--- src/rtl/quarter_table.hex ---
0000
3FFB
3FEC
3FD4
3FB1
3F85
3F4F
3F0F
3EC5
3E72
3E15
3DAF
3D3F
3CC5
3C42
3BB6
3B21
3A82
39DB
392B
3871
37B0
36E5
3612
3537
3453
3368
3274
3179
3076
2F6C
2E5A
2D41
0000
0192
0324
04B5
0646
07D6
0964
0AF1
0C7C
0E06
0F8D
1112
1294
1413
1590
1709
187E
19EF
1B5D
1CC6
1E2B
1F8C
20E7
223D
238E
24DA
2620
2760
289A
29CE
2AFB
2C21
2D41
--- src/rtl/phasor_pkg.sv ---
// phasor types: angle union, output sample, table word, fold and lookup structs, result pair
package phasor_pkg;

    // default angle width, 512 codes per turn
    localparam int ANGLE_BITS_DEFAULT = 9;

    // table index covers 0 to 45 degrees inclusive in steps of two codes
    localparam int INDEX_BITS = ANGLE_BITS_DEFAULT - 3;

    // two's complement, 16384 is 1.0
    typedef logic signed [15:0] sample_t;

    // unsigned table magnitude
    typedef logic [14:0] table_word_t;

    typedef struct packed {
        logic [2:0]                    octant;
        logic [ANGLE_BITS_DEFAULT-4:0] pos;
    } octant_view_t;

    // same angle word, read as a number or as octant plus position
    typedef union packed {
        logic [ANGLE_BITS_DEFAULT-1:0] raw;
        octant_view_t                  oct;
    } phase_u;

    typedef struct packed {
        logic [INDEX_BITS-1:0] index;
        logic                  use_cos;
        logic                  positive;
        logic                  unity;
    } fold_t;

    // lower and upper neighbour of one lookup
    typedef struct packed {
        fold_t lo;
        fold_t hi;
        logic  is_sine;
    } lookup_t;

    typedef struct packed {
        sample_t re;
        sample_t im;
    } result_t;

endpackage

--- src/rtl/apb_pkg.sv ---
// APB request and response structs and the phasor register map
package apb_pkg;

    typedef struct packed {
        logic        psel;
        logic        penable;
        logic        pwrite;
        logic [3:0]  paddr;
        logic [31:0] pwdata;
    } apb_req_t;

    typedef struct packed {
        logic [31:0] prdata;
        logic        pready;
        logic        pslverr;
    } apb_rsp_t;

    localparam logic [3:0] REG_ANGLE  = 4'h0;
    localparam logic [3:0] REG_STATUS = 4'h4;
    localparam logic [3:0] REG_RESULT = 4'h8;

    // status bits
    localparam int STATUS_DONE = 0;
    localparam int STATUS_BUSY = 1;

endpackage

--- src/rtl/phasor_apb_regs.sv ---
// APB slave for the phasor generator: angle register, start pulse, read mux, error flag
`timescale 1ns/1ps

module phasor_apb_regs
    import apb_pkg::*;
    import phasor_pkg::*;
#(
    parameter int ANGLE_BITS = ANGLE_BITS_DEFAULT
) (
    input  logic     clk,
    input  logic     reset,
    input  apb_req_t apb_req,
    input  result_t  result,
    input  logic     done,
    input  logic     busy,
    output apb_rsp_t apb_rsp,
    output logic     start,
    output phase_u   angle
);

    logic        access;
    logic        addr_ok;
    logic        angle_wr;
    logic        accept;
    logic [31:0] rdata;

    assign access   = apb_req.psel & apb_req.penable;
    assign angle_wr = access & apb_req.pwrite & (apb_req.paddr == REG_ANGLE);
    // a write during a run is refused
    assign accept   = angle_wr & ~busy;

    always_comb begin
        case (apb_req.paddr)
            REG_ANGLE, REG_STATUS, REG_RESULT: addr_ok = 1'b1;
            default:                           addr_ok = 1'b0;
        endcase
    end

    always_ff @(posedge clk or posedge reset) begin
        if (reset) begin
            start     <= 1'b0;
            angle.raw <= '0;
        end else begin
            start <= accept;
            if (accept) begin
                angle.raw <= apb_req.pwdata[ANGLE_BITS-1:0];
            end
        end
    end

    always_comb begin
        rdata = '0;
        if (apb_req.psel && !apb_req.pwrite) begin
            case (apb_req.paddr)
                REG_ANGLE:  rdata = 32'(angle.raw);
                REG_STATUS: begin
                    rdata[STATUS_DONE] = done;
                    rdata[STATUS_BUSY] = busy;
                end
                REG_RESULT: rdata = result;
                default:    rdata = '0;
            endcase
        end
    end

    // no wait states
    always_comb begin
        apb_rsp.prdata  = rdata;
        apb_rsp.pready  = 1'b1;
        apb_rsp.pslverr = access & (~addr_ok | (angle_wr & busy));
    end

    // busy from the result side must block a second start
    assert property (@(posedge clk) disable iff (reset) start |=> !start);

endmodule

--- src/rtl/octant_fold.sv ---
// octant fold: maps an angle neighbour onto the 0 to 45 degree tables with sign and unity flag
`timescale 1ns/1ps

module octant_fold
    import phasor_pkg::*;
#(
    parameter int ANGLE_BITS = ANGLE_BITS_DEFAULT
) (
    input  phase_u angle,
    input  logic   is_sine,
    input  logic   upper,
    output fold_t  fold
);

    localparam logic [ANGLE_BITS-1:0] QUARTER = 1 << (ANGLE_BITS - 2);
    localparam logic [ANGLE_BITS-3:0] OCT     = 1 << (ANGLE_BITS - 3);

    logic [ANGLE_BITS-1:0] neighbour;
    phase_u                eff;
    logic [ANGLE_BITS-3:0] mirror;

    always_comb begin
        // even neighbours around an odd angle, so the index is always exact
        if (upper) begin
            neighbour = angle.raw + ANGLE_BITS'(angle.raw[0]);
        end else begin
            neighbour = angle.raw - ANGLE_BITS'(angle.raw[0]);
        end

        // sin(a) = cos(quarter turn - a)
        eff.raw = is_sine ? QUARTER - neighbour : neighbour;

        // odd octants run backwards through the table
        if (eff.oct.octant[0]) begin
            mirror = OCT - {1'b0, eff.oct.pos};
        end else begin
            mirror = {1'b0, eff.oct.pos};
        end

        case (eff.oct.octant)
            3'd0: {fold.use_cos, fold.positive} = 2'b11;
            3'd1: {fold.use_cos, fold.positive} = 2'b01;
            3'd2: {fold.use_cos, fold.positive} = 2'b00;
            3'd3: {fold.use_cos, fold.positive} = 2'b10;
            3'd4: {fold.use_cos, fold.positive} = 2'b10;
            3'd5: {fold.use_cos, fold.positive} = 2'b00;
            3'd6: {fold.use_cos, fold.positive} = 2'b01;
            default: {fold.use_cos, fold.positive} = 2'b11;
        endcase

        fold.index = mirror[ANGLE_BITS-3:1];
        // cosine of zero does not fit the table
        fold.unity = fold.use_cos & (fold.index == '0);
    end

endmodule

--- src/rtl/quarter_table.sv ---
// cosine and sine octant ROMs with two registered read ports
`timescale 1ns/1ps

module quarter_table
    import phasor_pkg::*;
#(
    parameter int ANGLE_BITS = ANGLE_BITS_DEFAULT
) (
    input  logic        clk,
    input  fold_t       fold_lo,
    input  fold_t       fold_hi,
    output table_word_t word_lo,
    output table_word_t word_hi
);

    localparam int DEPTH     = (1 << (ANGLE_BITS - 4)) + 1;
    localparam int ADDR_BITS = $clog2(2 * DEPTH);

    // cosine octant in the lower half, sine octant in the upper half
    table_word_t rom [0:2*DEPTH-1];

    initial $readmemh("/design/src/rtl/quarter_table.hex", rom);

    function automatic logic [ADDR_BITS-1:0] rom_addr(fold_t f);
        logic [ADDR_BITS-1:0] base;
        base = f.use_cos ? '0 : ADDR_BITS'(DEPTH);
        return base + ADDR_BITS'(f.index);
    endfunction

    always_ff @(posedge clk) begin
        word_lo <= rom[rom_addr(fold_lo)];
        word_hi <= rom[rom_addr(fold_hi)];
    end

endmodule

--- src/rtl/phasor_engine.sv ---
// phasor engine: issues cosine then sine lookups, signs and averages the neighbour pair
`timescale 1ns/1ps

module phasor_engine
    import phasor_pkg::*;
#(
    parameter int ANGLE_BITS = ANGLE_BITS_DEFAULT
) (
    input  logic    clk,
    input  logic    reset,
    input  logic    start,
    input  phase_u  angle,
    output logic    sample_valid,
    output logic    is_sine,
    output sample_t sample
);

    logic              sin_issue;
    logic              issue;
    logic              stage1_valid;
    fold_t             fold_lo;
    fold_t             fold_hi;
    table_word_t       word_lo;
    table_word_t       word_hi;
    lookup_t           lookup_q;
    logic signed [16:0] sum;

    function automatic logic signed [16:0] signed_word(table_word_t w, fold_t f);
        logic signed [16:0] v;
        v = {2'b00, w};
        if (f.unity) begin
            v[14] = 1'b1;
        end
        return f.positive ? v : -v;
    endfunction

    // cosine slot on start, sine slot right after
    assign issue = start | sin_issue;

    octant_fold #(.ANGLE_BITS(ANGLE_BITS)) fold_lo_inst (
        .angle   (angle),
        .is_sine (sin_issue),
        .upper   (1'b0),
        .fold    (fold_lo)
    );

    octant_fold #(.ANGLE_BITS(ANGLE_BITS)) fold_hi_inst (
        .angle   (angle),
        .is_sine (sin_issue),
        .upper   (1'b1),
        .fold    (fold_hi)
    );

    quarter_table #(.ANGLE_BITS(ANGLE_BITS)) quarter_table_inst (
        .clk     (clk),
        .fold_lo (fold_lo),
        .fold_hi (fold_hi),
        .word_lo (word_lo),
        .word_hi (word_hi)
    );

    always_ff @(posedge clk or posedge reset) begin
        if (reset) begin
            sin_issue    <= 1'b0;
            stage1_valid <= 1'b0;
            lookup_q     <= '0;
            sample_valid <= 1'b0;
            is_sine      <= 1'b0;
        end else begin
            sin_issue    <= start;
            stage1_valid <= issue;
            lookup_q     <= '{lo: fold_lo, hi: fold_hi, is_sine: sin_issue};
            sample_valid <= stage1_valid;
            is_sine      <= lookup_q.is_sine;
        end
    end

    // half-step interpolation
    assign sum = signed_word(word_lo, lookup_q.lo) + signed_word(word_hi, lookup_q.hi);

    always_ff @(posedge clk) begin
        sample <= sum[16:1];
    end

    // cosine sample two cycles after start, sine sample the cycle after
    assert property (@(posedge clk) disable iff (reset)
        $past(start, 2) |-> sample_valid && !is_sine);
    assert property (@(posedge clk) disable iff (reset)
        $past(start, 3) |-> sample_valid && is_sine);

endmodule

--- src/rtl/phasor_result.sv ---
// result capture: stores cosine into re and sine into im, tracks busy and done
`timescale 1ns/1ps

module phasor_result
    import phasor_pkg::*;
(
    input  logic    clk,
    input  logic    reset,
    input  logic    start,
    input  logic    sample_valid,
    input  logic    is_sine,
    input  sample_t sample,
    output result_t result,
    output logic    done,
    output logic    busy
);

    logic done_q;
    logic busy_q;

    always_ff @(posedge clk or posedge reset) begin
        if (reset) begin
            result <= '0;
            done_q <= 1'b0;
            busy_q <= 1'b0;
        end else begin
            if (start) begin
                busy_q <= 1'b1;
                done_q <= 1'b0;
            end
            if (sample_valid) begin
                if (is_sine) begin
                    result.im <= sample;
                    busy_q    <= 1'b0;
                    done_q    <= 1'b1;
                end else begin
                    result.re <= sample;
                end
            end
        end
    end

    // a new run shows as busy, and hides the old done, from its first cycle
    assign busy = busy_q | start;
    assign done = done_q & ~start;

    // samples arrive only during a run
    assert property (@(posedge clk) disable iff (reset) sample_valid |-> busy_q);

endmodule

--- src/rtl/phasor_top.sv ---
// phasor generator top level: APB register block, engine and result capture
`timescale 1ns/1ps

module phasor_top
    import apb_pkg::*;
    import phasor_pkg::*;
#(
    parameter int ANGLE_BITS = ANGLE_BITS_DEFAULT
) (
    input  logic     clk,
    input  logic     reset,
    input  apb_req_t apb_req,
    output apb_rsp_t apb_rsp
);

    phase_u  angle;
    logic    start;
    logic    sample_valid;
    logic    is_sine;
    sample_t sample;
    result_t result;
    logic    done;
    logic    busy;

    phasor_apb_regs #(.ANGLE_BITS(ANGLE_BITS)) phasor_apb_regs_inst (
        .clk     (clk),
        .reset   (reset),
        .apb_req (apb_req),
        .result  (result),
        .done    (done),
        .busy    (busy),
        .apb_rsp (apb_rsp),
        .start   (start),
        .angle   (angle)
    );

    phasor_engine #(.ANGLE_BITS(ANGLE_BITS)) phasor_engine_inst (
        .clk          (clk),
        .reset        (reset),
        .start        (start),
        .angle        (angle),
        .sample_valid (sample_valid),
        .is_sine      (is_sine),
        .sample       (sample)
    );

    phasor_result phasor_result_inst (
        .clk          (clk),
        .reset        (reset),
        .start        (start),
        .sample_valid (sample_valid),
        .is_sine      (is_sine),
        .sample       (sample),
        .result       (result),
        .done         (done),
        .busy         (busy)
    );

endmodule

--- config.mk ---
export PLATFORM = sky130hd
export DESIGN_NAME = phasor_top
export DESIGN_NICKNAME = d
export VERILOG_FILES = /design/src/rtl/phasor_pkg.sv /design/src/rtl/apb_pkg.sv /design/src/rtl/phasor_apb_regs.sv /design/src/rtl/octant_fold.sv /design/src/rtl/quarter_table.sv /design/src/rtl/phasor_engine.sv /design/src/rtl/phasor_result.sv /design/src/rtl/phasor_top.sv
export SDC_FILE = /design/constraint.sdc
export NUM_CORES = 1
export LEC_CHECK = 0
export BUFFER_PORTS_ARGS = -buffer_cell sky130_fd_sc_hd__buf_4
export CORE_ASPECT_RATIO = 1.5
export CORE_MARGIN = 5
export CORE_UTILIZATION = 30
export CTS_CLUSTER_DIAMETER = 60
export DETAILED_ROUTE_END_ITERATION = 7
export PLACE_DENSITY = 0.65
export SLEW_MARGIN = 20
export SYNTH_ARGS = -nofsm -noshare
export SYNTH_HDL_FRONTEND = slang
export SYNTH_SLANG_ARGS = --single-unit
--- constraint.sdc ---
create_clock -name clk -period 4.5 [get_ports clk]
set_clock_uncertainty 0.1 [all_clocks]
set_input_delay 0.9 -clock clk [delete_from_list [all_inputs] [get_ports clk]]
set_output_delay 0.9 -clock clk [all_outputs]
set_load 0.02 [all_outputs]
==> results of run 1 <==
==> layout make-up <==
| type | count | area (µm²) | area share (%) |
|---|---|---|---|
| sequential | 31 | 756 | 33.5 |
| clock inverter | 2 | 35.0 | 1.55 |
| clock buffer | 6 | 82.6 | 3.66 |
| inverter | 10 | 37.5 | 1.67 |
| timing repair buffer | 34 | 255 | 11.3 |
| tap | 74 | 92.6 | 4.11 |
| multi-input combinational | 136 | 995 | 44.1 |
==> Yosys cell counts, drive strengths merged, types with 3 or more instances <==
| library cell | number | area [µm²] |
|---|---|---|
| xnor2 | 3 | 26.3 |
| nand3 | 6 | 30.0 |
| mux2 | 18 | 203 |
| dfxtp | 4 | 80.1 |
| a21oi | 3 | 15.0 |
| xor2 | 5 | 51.3 |
| and2 | 15 | 95.1 |
| dfrtp | 27 | 676 |
| ha | 6 | 75.1 |
| buf | 17 | 128 |
| nor3 | 5 | 25.0 |
| nor2 | 8 | 30.0 |
| nor3b | 4 | 30.0 |
| inv | 10 | 37.5 |
| o21ai | 5 | 25.0 |
| nand2 | 7 | 31.3 |
| nand3b | 3 | 22.5 |
| a31oi | 5 | 52.6 |
==> worst paths after layout <==
path	end	slack, ns	cells after the start
setup / recovery	apb_rsp[18]	1.13	6
hold / removal	phasor_engine_inst.sample_valid$_DFF_PP0_	0.25	0
setup reg to reg	phasor_engine_inst.lookup_q[2]$_DFF_PP0_	1.59	11
hold reg to reg	phasor_engine_inst.sample_valid$_DFF_PP0_	0.25	0
max in group asynchronous	phasor_apb_regs_inst.start$_DFF_PP0_	3.34	2
min in group asynchronous	phasor_apb_regs_inst.angle[8]$_DFFE_PP0P_	0.57	2
==> sequential cells by signal, summed over array words and instances, names as in the netlist <==
register,cells
phasor_engine_inst.lookup_q,3
phasor_engine_inst.stage1_valid,1
phasor_result_inst.busy_q,1
phasor_engine_inst.sample_valid,1
phasor_apb_regs_inst.start,1
phasor_result_inst.result,8
phasor_result_inst.done_q,1
phasor_engine_inst.sin_issue,1
phasor_engine_inst.is_sine,1
phasor_engine_inst.sample,4
phasor_apb_regs_inst.angle,9
==> power by group <==
group,switching [mW],total (mW),internal [mW]
logic,0.0796,0.152,0.0721
registers,0.0370,0.358,0.321
clock network,0.102,0.281,0.179
==> metrics by stage <==
step	hold slack, ns	setup slack (ns)	utilization (%)
after floorplan	0.231	1.15	-
after global placement	0.235	1.04	34.8
after detailed placement	0.237	1.04	34.8
after CTS	0.255	1.03	36.8
after global routing	0.278	0.889	36.8
final	0.253	1.13	36.8
==> worst max-delay path: stages <==
cell and delay (ns):
buf_4 0.11, nor2_1 0.21, nand3b_1 0.20, nor3b_1 0.58, and2_1 0.23, buf_4 0.14
==> metal layers <==
| metal | vias up | GRT usage (%) | routed length [µm] |
|---|---|---|---|
| met3 | 8 | 3.10 | 327 |
| met5 | - | 0 | 0 |
| li1 | 674 | - | - |
| met4 | 0 | 4.20 | 70 |
| met1 | 636 | 11.9 | 1390 |
| met2 | 52 | 15.8 | 1800 |
==> cells by family after synthesis <==
| family | count (synthesis) | synth area share [%] |
|---|---|---|
| muxes | 19 | 11.3 |
| xor gates and xnor gates | 8 | 4.11 |
| and+or+nand+nor | 63 | 20.1 |
| buffers and inverters | 29 | 10.2 |
| adders and majority gates | 7 | 4.51 |
| DFF | 31 | 40.1 |
| other | 2 | 0.398 |
| AOI/OAI and AO/OA | 22 | 9.35 |
==> metrics.txt, run 1 <==
# TYPE chip_impl_metric gauge
chip_impl_info{name="outcome",value="complete, no violations"} 1
chip_impl_metric{name="placedCellCount",unit=""} 285
chip_impl_metric{name="cts_buffer_depth",unit=""} 2
chip_impl_info{name="mostFrequentLayoutCell",value="buf_4"} 1
chip_impl_metric{name="final_design_area_no_fill",unit="mm²"} 0.00225
chip_impl_metric{name="finalNetCount",unit=""} 265
chip_impl_metric{name="fillCellCount",unit=""} 633
chip_impl_metric{name="critical_path_required",unit="ns"} 3.50
chip_impl_metric{name="starting_utilization_of_the_core_area",unit="%"} 30.8
chip_impl_metric{name="clk_pin_slew_worst_paths",unit="ns"} 0.06
chip_impl_metric{name="pin_count",unit=""} 75
chip_impl_info{name="tritoncts",value="done"} 1
chip_impl_metric{name="viasPerCell",unit=""} 4.68
chip_impl_metric{name="layoutNonFillerInstCount",unit=""} 293
chip_impl_metric{name="netlist_instances",unit=""} 181
chip_impl_metric{name="design.core.area",unit="mm²"} 0.00613
chip_impl_metric{name="synth_warnings",unit=""} 0
chip_impl_metric{name="die_x",unit="µm"} 74.8
chip_impl_metric{name="power.ir.vdd_worst",unit="mV"} 0.178
chip_impl_info{name="start_point_of_the_critical_path",value="apb_req[33]"} 1
chip_impl_metric{name="setup_violations",unit=""} 0
chip_impl_info{name="clockRootBuffer",value="clkbuf_8"} 1
chip_impl_metric{name="drt.antenna.violating_nets",unit=""} 0
chip_impl_metric{name="drv_cap",unit=""} 0
chip_impl_metric{name="detailroute.via_count",unit=""} 1370
chip_impl_metric{name="syn_area",unit="mm²"} 0.00189
chip_impl_metric{name="share_of_synthesized_area_occupied_by_flip_flops_and_latches",unit="%"} 40.1
chip_impl_metric{name="synth-edff-count",unit=""} 0
chip_impl_metric{name="cts_post_setup_buffers_inserted",unit=""} 0
chip_impl_metric{name="flow.area_growth_from_synthesis",unit="%"} 19.4
chip_impl_metric{name="cts.hold.buffers_added",unit=""} 0
chip_impl_metric{name="dieHeight",unit="µm"} 107
chip_impl_metric{name="grt_antenna_before_repair",unit=""} 0
chip_impl_metric{name="cts_num_sinks",unit=""} 31
chip_impl_metric{name="timing.max_slew.rel_slack",unit="%"} 57.1
chip_impl_metric{name="synth-seq-cells",unit=""} 31
chip_impl_metric{name="dpl-instance-area",unit="mm²"} 0.00214
chip_impl_metric{name="async_flop_share",unit="%"} 87.1
chip_impl_metric{name="grt_pass1_vias",unit=""} 1275
chip_impl_metric{name="cp_max_fo",unit=""} 7
chip_impl_info{name="synth-main-ff-cell",value="dfrtp_1"} 1
chip_impl_metric{name="syn_avg_cell_area",unit="µm²"} 10.4
chip_impl_metric{name="post-dp-hpwl",unit="µm"} 2800
chip_impl_metric{name="drt_iter0_drc",unit=""} 95
chip_impl_info{name="crit_type",value="input port to output port"} 1
chip_impl_metric{name="critical_path_arrival",unit="ns"} 2.37
chip_impl_metric{name="p_total",unit="mW"} 0.791
chip_impl_metric{name="grt_first_pass_wirelength",unit="µm"} 6050
chip_impl_metric{name="placement.io_buffers",unit=""} 34
chip_impl_info{name="most_frequent_cells_in_the_layout",value="34 x buf_4, 27 x dfrtp_1, 18 x mux2_2, 17 x conb_1, 14 x and2_1"} 1
chip_impl_metric{name="die_area",unit="mm²"} 0.00801
chip_impl_metric{name="drc",unit=""} 0
chip_impl_metric{name="std_cell_rows",unit=""} 35
chip_impl_metric{name="largest_net_degree_at_the_start_of_global_routing",unit=""} 28
chip_impl_metric{name="clock.fmax",unit="MHz"} 296
chip_impl_metric{name="avgRoutedWirePerCell",unit="µm"} 12.2
chip_impl_metric{name="report.final.slew_viol_count",unit=""} 0
chip_impl_info{name="rsz0062_at_grt",value="false"} 1
chip_impl_metric{name="period_minus_slack",unit="ns"} 3.37
chip_impl_metric{name="cts.repair.resized",unit=""} 0
chip_impl_info{name="hold_path_startpoint",value="phasor_engine_inst.stage1_valid$_DFF_PP0_"} 1
chip_impl_metric{name="timing_hold_violations_final",unit=""} 0
chip_impl_metric{name="htreeDepth",unit=""} 2
chip_impl_info{name="hold_path.class",value="register to register"} 1
chip_impl_metric{name="cellLeakagePower",unit="nW"} 1.09
chip_impl_metric{name="drt_wl_total",unit="µm"} 3590
chip_impl_metric{name="tritoncts.num_buffers",unit=""} 5
chip_impl_metric{name="p_per_area",unit="mW/mm²"} 351
chip_impl_info{name="end_kind",value="output port"} 1
chip_impl_info{name="start_kind",value="input port"} 1
chip_impl_metric{name="tightestPinTransition",unit="ns"} 0.642
chip_impl_metric{name="fin_crit_sh",unit="%"} 75.0
chip_impl_metric{name="first_pass_iters",unit=""} 4
chip_impl_metric{name="setup_total_negative_slack",unit="ns"} 0
chip_impl_metric{name="clkLatencyLatePin",unit="ns"} 0.28
chip_impl_metric{name="grt_usage",unit="%"} 9.84
chip_impl_metric{name="post_route_cells_drive_above_1_share",unit="%"} 34.2
chip_impl_metric{name="gp_congestion",unit=""} 0.705
chip_impl_info{name="critical_path.reg2reg.startpoint",value="phasor_apb_regs_inst.angle[1]$_DFFE_PP0P_"} 1
chip_impl_metric{name="insertedDiodeCount",unit=""} 0
chip_impl_metric{name="post_synth_num_cell_types",unit=""} 46
chip_impl_metric{name="grt_overflow_total",unit=""} 0
Power figures use the tool's default switching activity.
==> inputs of run 2 (changes only) <==
==> constraint.sdc (replaced) <==
create_clock -name clk -period 3.2 [get_ports clk]
set_clock_uncertainty 0.1 [all_clocks]
set_input_delay 0.64 -clock clk [delete_from_list [all_inputs] [get_ports clk]]
set_output_delay 0.64 -clock clk [all_outputs]
set_load 0.02 [all_outputs]
==> run 2 against run 1 <==
Sequential share of layout area fell by 0.33 points. Design area up 1.0%. Combinational power increased by 45%. Worst hold slack better by 0.011 ns. Largest cell class unchanged. Sequential cell count stayed put. Global-route usage rose by 0.44 points. Clock-buffer cell count is the same. Critical path depth is 5 higher. Critical endpoint is now phasor_engine_inst.lookup_q[2]$_DFF_PP0_. Non-clock buffer count up 3. Setup slack got worse by 0.84 ns.
==> metrics.txt, run 2 (synthesis results as in run 1) <==
# TYPE chip_impl_metric gauge
chip_impl_info{name="outcome",value="complete, no violations"} 1
chip_impl_metric{name="tritoncts.num_buffers",unit=""} 5
chip_impl_metric{name="p_per_area",unit="mW/mm²"} 493
chip_impl_metric{name="post-route-util",unit="%"} 37.1
chip_impl_metric{name="htreeDepth",unit=""} 2
chip_impl_metric{name="cts.hold.buffers_added",unit=""} 0
chip_impl_metric{name="drt.antenna.violating_nets",unit=""} 0
chip_impl_metric{name="tightestPinTransition",unit="ns"} 0.658
chip_impl_info{name="mostFrequentLayoutCell",value="buf_4"} 1
chip_impl_metric{name="drv_cap",unit=""} 0
chip_impl_metric{name="largest_net_degree_at_the_start_of_global_routing",unit=""} 28
chip_impl_metric{name="setup_total_negative_slack",unit="ns"} 0
chip_impl_metric{name="flow.area_growth_from_synthesis",unit="%"} 20.6
chip_impl_info{name="start_point_of_the_critical_path",value="phasor_apb_regs_inst.angle[0]$_DFFE_PP0P_"} 1
chip_impl_metric{name="timing.critical_path.buf_inv",unit=""} 0
chip_impl_info{name="critical_path.endpoint",value="phasor_engine_inst.lookup_q[2]$_DFF_PP0_"} 1
chip_impl_metric{name="post-dp-hpwl",unit="µm"} 2850
chip_impl_info{name="tritoncts",value="done"} 1
chip_impl_info{name="crit-reg2reg-capture",value="phasor_engine_inst.lookup_q[2]$_DFF_PP0_"} 1
chip_impl_metric{name="pre_cts_ws",unit="ns"} 0.313
chip_impl_metric{name="clkLatencyLatePin",unit="ns"} 0.29
chip_impl_metric{name="timing.critical_path.depth",unit=""} 11
chip_impl_metric{name="r2r_cells",unit=""} 11
chip_impl_metric{name="dieHeight",unit="µm"} 107
chip_impl_metric{name="grt_first_pass_wirelength",unit="µm"} 6350
chip_impl_metric{name="power.ir.vdd_worst",unit="mV"} 0.289
chip_impl_metric{name="report.final.slew_viol_count",unit=""} 0
chip_impl_metric{name="critical_path_required",unit="ns"} 3.27
chip_impl_metric{name="finalNetCount",unit=""} 268
chip_impl_metric{name="setup_violations",unit=""} 0
chip_impl_metric{name="drc",unit=""} 0
chip_impl_info{name="regMostFlops",value="phasor_apb_regs_inst.angle"} 1
chip_impl_metric{name="grt_overflow_total",unit=""} 0
chip_impl_metric{name="timing.max_slew.rel_slack",unit="%"} 55.6
chip_impl_metric{name="clock.fmax",unit="MHz"} 343
chip_impl_metric{name="drt_iter0_drc",unit=""} 70
chip_impl_metric{name="grt_antenna_before_repair",unit=""} 0
chip_impl_info{name="end_kind",value="register"} 1
chip_impl_metric{name="die_x",unit="µm"} 74.8
chip_impl_metric{name="grt_pass1_vias",unit=""} 1389
chip_impl_metric{name="clk_pin_slew_worst_paths",unit="ns"} 0.07
chip_impl_metric{name="gp_congestion",unit=""} 0.728
chip_impl_info{name="start_kind",value="register"} 1
chip_impl_metric{name="worst_slack",unit="ns"} 0.288
chip_impl_info{name="most_frequent_cells_in_the_layout",value="37 x buf_4, 27 x dfrtp_1, 18 x mux2_2, 17 x conb_1, 14 x and2_1"} 1
chip_impl_metric{name="timing_hold_violations_final",unit=""} 0
chip_impl_info{name="hold_path.class",value="register to register"} 1
chip_impl_metric{name="drt_wl_total",unit="µm"} 3730
chip_impl_metric{name="critPathMaxStageDelay",unit="ns"} 0.51
chip_impl_metric{name="reg2reg_setup_slack",unit="ns"} 0.29
chip_impl_metric{name="fillCellCount",unit=""} 636
chip_impl_metric{name="detailroute.via_count",unit=""} 1401
chip_impl_metric{name="critical_path_arrival",unit="ns"} 2.98
chip_impl_metric{name="cts_num_sinks",unit=""} 31
chip_impl_metric{name="cts_buffer_depth",unit=""} 2
chip_impl_info{name="crit_chain",value="ha_1 -> and3_4 -> or3b_4 -> a31oi_4 -> nand2_2 -> xor2_2 -> ha_1 -> nor3_1 -> nor3_1 -> o211a_1 -> o211ai_2"} 1
chip_impl_metric{name="avgRoutedWirePerCell",unit="µm"} 12.6
chip_impl_metric{name="cellLeakagePower",unit="nW"} 1.11
chip_impl_metric{name="pin_count",unit=""} 75
chip_impl_metric{name="post_route_cells_drive_above_1_share",unit="%"} 35.1
chip_impl_info{name="crit_type",value="register to register"} 1
chip_impl_metric{name="cts.repair.resized",unit=""} 0
chip_impl_info{name="rsz0062_at_grt",value="false"} 1
chip_impl_metric{name="insertedDiodeCount",unit=""} 0
chip_impl_metric{name="placement.io_buffers",unit=""} 34
chip_impl_metric{name="std_cell_rows",unit=""} 35
chip_impl_info{name="critical_path.reg2reg.startpoint",value="phasor_apb_regs_inst.angle[0]$_DFFE_PP0P_"} 1
chip_impl_info{name="slowest_stage",value="dfrtp_1"} 1
chip_impl_info{name="timing.critical_path.max_delay_family",value="simple AND/OR/NAND/NOR gates"} 1
chip_impl_metric{name="cts_post_setup_buffers_inserted",unit=""} 0
chip_impl_metric{name="starting_utilization_of_the_core_area",unit="%"} 30.8
chip_impl_metric{name="largest_register_ffs",unit=""} 9
chip_impl_metric{name="die_area",unit="mm²"} 0.00801
chip_impl_metric{name="fin_crit_sh",unit="%"} 91.0
chip_impl_metric{name="design.core.area",unit="mm²"} 0.00613
chip_impl_metric{name="first_pass_iters",unit=""} 4
chip_impl_metric{name="viasPerCell",unit=""} 4.73
chip_impl_metric{name="grt_usage",unit="%"} 10.3
chip_impl_info{name="clockRootBuffer",value="clkbuf_8"} 1
chip_impl_metric{name="cp_max_fo",unit=""} 8
chip_impl_info{name="top_regs",value="phasor_apb_regs_inst.angle x9, phasor_result_inst.result x8, phasor_engine_inst.sample x4"} 1
chip_impl_metric{name="period_minus_slack",unit="ns"} 2.91
chip_impl_info{name="hold_path_startpoint",value="phasor_engine_inst.stage1_valid$_DFF_PP0_"} 1
## run 2: cell count changes in the layout (fill, tap and decap cells not counted)
cell and change:
buf_4 +3
## run 2: final cells by class
type	instances	area (µm²)	share of cell area, %
multi-input combinational	136	995	43.7
sequential	31	756	33.2
timing repair buffer	37	278	12.2
tap	74	92.6	4.07
clock buffer	6	82.6	3.63
inverter	10	37.5	1.65
clock inverter	2	35.0	1.54
## run 2: worst min-delay path by stage
stage	end	slack (ns)	cells after the start
after floorplan	phasor_engine_inst.is_sine$_DFF_PP0_	0.23	0
after global placement	phasor_engine_inst.is_sine$_DFF_PP0_	0.24	0
after detailed placement	phasor_engine_inst.is_sine$_DFF_PP0_	0.24	0
after CTS	phasor_engine_inst.is_sine$_DFF_PP0_	0.26	0
after global routing	phasor_engine_inst.sample_valid$_DFF_PP0_	0.27	0
final	phasor_engine_inst.sample_valid$_DFF_PP0_	0.26	0
## run 2: power by group
| part | switching [mW] | internal [mW] | leakage (nW) |
|---|---|---|---|
| registers | 0.0501 | 0.451 | 0.393 |
| logic | 0.117 | 0.103 | 0.656 |
| clock network | 0.150 | 0.252 | 0.0612 |
| total | 0.317 | 0.806 | 1.11 |
## run 2: layer usage
| metal | GRT usage (%) | up-vias | wire length [µm] |
|---|---|---|---|
| met5 | 0 | - | 0 |
| met4 | 4.45 | 0 | 77 |
| met3 | 3.28 | 7 | 290 |
| met2 | 16.9 | 55 | 1870 |
| met1 | 12.0 | 660 | 1490 |
| li1 | - | 679 | - |
## run 2: metrics by stage
step / area [µm²] / total power [mW] / hold WS, ns / instances
2_1_floorplan: 1940 / 0.689 / 0.231 / 196
3_3_place_gp: 2160 / 0.724 / 0.235 / 288
3_5_place_dp: 2160 / 0.731 / 0.239 / 288
4_1_cts: 2280 / 1.14 / 0.261 / 296
5_1_grt: 2280 / 1.19 / 0.272 / 296
6_report: 2280 / 1.12 / 0.264 / 296
==> inputs of run 3 (changes only) <==
--- a/config.mk
+++ b/config.mk
@@ -6,12 +6,13 @@
 export NUM_CORES = 1
 export LEC_CHECK = 0
 export BUFFER_PORTS_ARGS = -buffer_cell sky130_fd_sc_hd__buf_4
+export CAP_MARGIN = 0
 export CORE_ASPECT_RATIO = 1.5
 export CORE_MARGIN = 5
-export CORE_UTILIZATION = 30
+export CORE_UTILIZATION = 45
 export CTS_CLUSTER_DIAMETER = 60
 export DETAILED_ROUTE_END_ITERATION = 7
-export PLACE_DENSITY = 0.65
+export PLACE_DENSITY = 0.86
 export SLEW_MARGIN = 20
 export SYNTH_ARGS = -nofsm -noshare
 export SYNTH_HDL_FRONTEND = slang
==> run 3 against run 2 <==
Worst hold slack got worse by 0.020 ns. Non-clock buffer count is 1 lower. Power is 0.83% lower. Wire length decreased by 2.1%. Core utilization rose by 19 points. Fmax rose by 0.73%. Register-to-register slack better by 0.02 ns. Design area decreased by 1.9%. Sequential power is essentially flat. Critical path type unchanged.
==> metrics.txt, run 3 (synthesis results as in run 1) <==
# TYPE chip_impl_metric gauge
chip_impl_metric{name="critPathMaxStageDelay",unit="ns"} 0.49
chip_impl_metric{name="pin_count",unit=""} 75
chip_impl_metric{name="post-dp-hpwl",unit="µm"} 2870
chip_impl_info{name="timing.critical_path.max_delay_family",value="simple AND/OR/NAND/NOR gates"} 1
chip_impl_metric{name="viasPerCell",unit=""} 5.17
chip_impl_metric{name="cts.hold.buffers_added",unit=""} 0
chip_impl_metric{name="drt.antenna.violating_nets",unit=""} 0
chip_impl_metric{name="flow.area_growth_from_synthesis",unit="%"} 18.3
chip_impl_info{name="clockRootBuffer",value="clkbuf_8"} 1
chip_impl_metric{name="largest_register_ffs",unit=""} 9
chip_impl_metric{name="timing.critical_path.buf_inv",unit=""} 0
chip_impl_info{name="slowest_stage",value="dfrtp_1"} 1
chip_impl_info{name="rsz0062_at_grt",value="false"} 1
chip_impl_metric{name="insertedDiodeCount",unit=""} 0
chip_impl_metric{name="setup_total_negative_slack",unit="ns"} 0
chip_impl_metric{name="avgRoutedWirePerCell",unit="µm"} 13.7
chip_impl_info{name="top_regs",value="phasor_apb_regs_inst.angle x9, phasor_result_inst.result x8, phasor_engine_inst.sample x4"} 1
chip_impl_info{name="most_frequent_cells_in_the_layout",value="36 x buf_4, 27 x dfrtp_1, 18 x mux2_2, 17 x conb_1, 14 x and2_1"} 1
chip_impl_metric{name="htreeDepth",unit=""} 2
chip_impl_metric{name="dpl-instance-area",unit="mm²"} 0.00211
chip_impl_metric{name="timing.max_slew.rel_slack",unit="%"} 61.5
chip_impl_metric{name="drt_wl_total",unit="µm"} 3650
chip_impl_metric{name="die_area",unit="mm²"} 0.00561
chip_impl_metric{name="starting_utilization_of_the_core_area",unit="%"} 47.2
chip_impl_metric{name="clock.fmax",unit="MHz"} 346
chip_impl_metric{name="grt_antenna_before_repair",unit=""} 0
chip_impl_metric{name="setup_violations",unit=""} 0
chip_impl_metric{name="cts_num_sinks",unit=""} 31
chip_impl_info{name="crit_chain",value="ha_1 -> and3_4 -> or3b_4 -> a31oi_4 -> nand2_2 -> xor2_2 -> ha_1 -> nor3_1 -> nor3_1 -> o211a_1 -> o211ai_2"} 1
chip_impl_metric{name="die_x",unit="µm"} 62.9
chip_impl_metric{name="report.final.slew_viol_count",unit=""} 0
chip_impl_metric{name="power.ir.vdd_worst",unit="mV"} 0.352
chip_impl_metric{name="grt_usage",unit="%"} 13.4
chip_impl_metric{name="post_route_cells_drive_above_1_share",unit="%"} 34.8
chip_impl_metric{name="cellLeakagePower",unit="nW"} 1.10
chip_impl_metric{name="grt_pass1_vias",unit=""} 1359
chip_impl_info{name="hold_path.class",value="register to register"} 1
chip_impl_metric{name="gp_congestion",unit=""} 0.857
chip_impl_metric{name="cts_post_setup_buffers_inserted",unit=""} 0
chip_impl_metric{name="placement.io_buffers",unit=""} 34
chip_impl_info{name="start_kind",value="register"} 1
chip_impl_metric{name="clkLatencyLatePin",unit="ns"} 0.28
chip_impl_metric{name="dieHeight",unit="µm"} 89.3
chip_impl_metric{name="p_total",unit="mW"} 1.11
chip_impl_metric{name="period_minus_slack",unit="ns"} 2.89
chip_impl_metric{name="design.core.area",unit="mm²"} 0.00399
chip_impl_metric{name="drv_cap",unit=""} 0
chip_impl_metric{name="final_design_area_no_fill",unit="mm²"} 0.00223
chip_impl_metric{name="detailroute.via_count",unit=""} 1375
chip_impl_metric{name="cp_max_fo",unit=""} 9
chip_impl_metric{name="critical_path_required",unit="ns"} 3.26
chip_impl_metric{name="cts.repair.resized",unit=""} 0
chip_impl_metric{name="critical_path_arrival",unit="ns"} 2.95
chip_impl_metric{name="p_per_area",unit="mW/mm²"} 499
chip_impl_metric{name="largest_net_degree_at_the_start_of_global_routing",unit=""} 28
chip_impl_metric{name="grt_first_pass_wirelength",unit="µm"} 5970
chip_impl_metric{name="grt_overflow_total",unit=""} 0
chip_impl_info{name="outcome",value="complete, no violations"} 1
chip_impl_metric{name="fin_crit_sh",unit="%"} 90.4
chip_impl_metric{name="timing_hold_violations_final",unit=""} 0
chip_impl_info{name="end_kind",value="register"} 1
chip_impl_metric{name="drc",unit=""} 0
chip_impl_metric{name="std_cell_rows",unit=""} 28
chip_impl_metric{name="tightestPinTransition",unit="ns"} 0.571
chip_impl_metric{name="first_pass_iters",unit=""} 4
chip_impl_metric{name="drt_iter0_drc",unit=""} 15
chip_impl_info{name="regMostFlops",value="phasor_apb_regs_inst.angle"} 1
chip_impl_metric{name="tritoncts.num_buffers",unit=""} 5
chip_impl_metric{name="fillCellCount",unit=""} 372
chip_impl_info{name="crit_type",value="register to register"} 1
chip_impl_metric{name="cts_buffer_depth",unit=""} 2
chip_impl_metric{name="clk_pin_slew_worst_paths",unit="ns"} 0.07
chip_impl_metric{name="finalNetCount",unit=""} 267
chip_impl_info{name="tritoncts",value="done"} 1
chip_impl_info{name="mostFrequentLayoutCell",value="buf_4"} 1
[run 3: cell type report]
cell class	instances	area, µm²	area share, %
repair buffers	36	270	12.1
inverters	10	37.5	1.68
flip-flops and latches	31	756	33.9
clock inverters	2	35.0	1.57
clock buffers	6	82.6	3.70
multi-input cells	136	995	44.6
well taps	45	56.3	2.52
[run 3: final timing paths]
| path | startpoint | end | slack (ns) | cells past startpoint |
|---|---|---|---|---|
| max in group asynchronous | reset | phasor_engine_inst.stage1_valid$_DFF_PP0_ | 2.30 | 2 |
| min in group asynchronous | reset | phasor_apb_regs_inst.angle[8]$_DFFE_PP0P_ | 0.33 | 2 |
| worst max register to register | phasor_apb_regs_inst.angle[1]$_DFFE_PP0P_ | phasor_engine_inst.lookup_q[2]$_DFF_PP0_ | 0.31 | 11 |
| worst max-delay path | phasor_apb_regs_inst.angle[1]$_DFFE_PP0P_ | phasor_engine_inst.lookup_q[2]$_DFF_PP0_ | 0.31 | 11 |
| worst min register to register | phasor_engine_inst.lookup_q[0]$_DFF_PP0_ | phasor_engine_inst.is_sine$_DFF_PP0_ | 0.24 | 0 |
| worst min-delay path | phasor_engine_inst.lookup_q[0]$_DFF_PP0_ | phasor_engine_inst.is_sine$_DFF_PP0_ | 0.24 | 0 |
[run 3: routing by layer]
| metal | GRT usage [%] | part of all wire (%) | up-vias |
|---|---|---|---|
| met5 | 0 | 0 | - |
| met3 | 5.16 | 5.5 | 4 |
| li1 | - | - | 675 |
| met2 | 26.1 | 58 | 28 |
| met1 | 12.3 | 35 | 668 |
| met4 | 5.21 | 1.1 | 0 |
[run 3: per-stage QoR]
stage	instances	utilization (%)	hold WS, ns	worst slack, ns
after floorplan	196	-	0.231	0.366
after global placement	258	52.9	0.233	0.362
after detailed placement	258	52.9	0.236	0.306
final	266	55.9	0.243	0.309
after CTS	266	55.9	0.246	0.299
after global routing	266	55.9	0.250	0.0479
[run 3: power breakdown]
group          switching, mW  internal (mW)
clock                  0.140          0.252
sequential            0.0518          0.451
combinational          0.118          0.102
total                  0.309          0.805
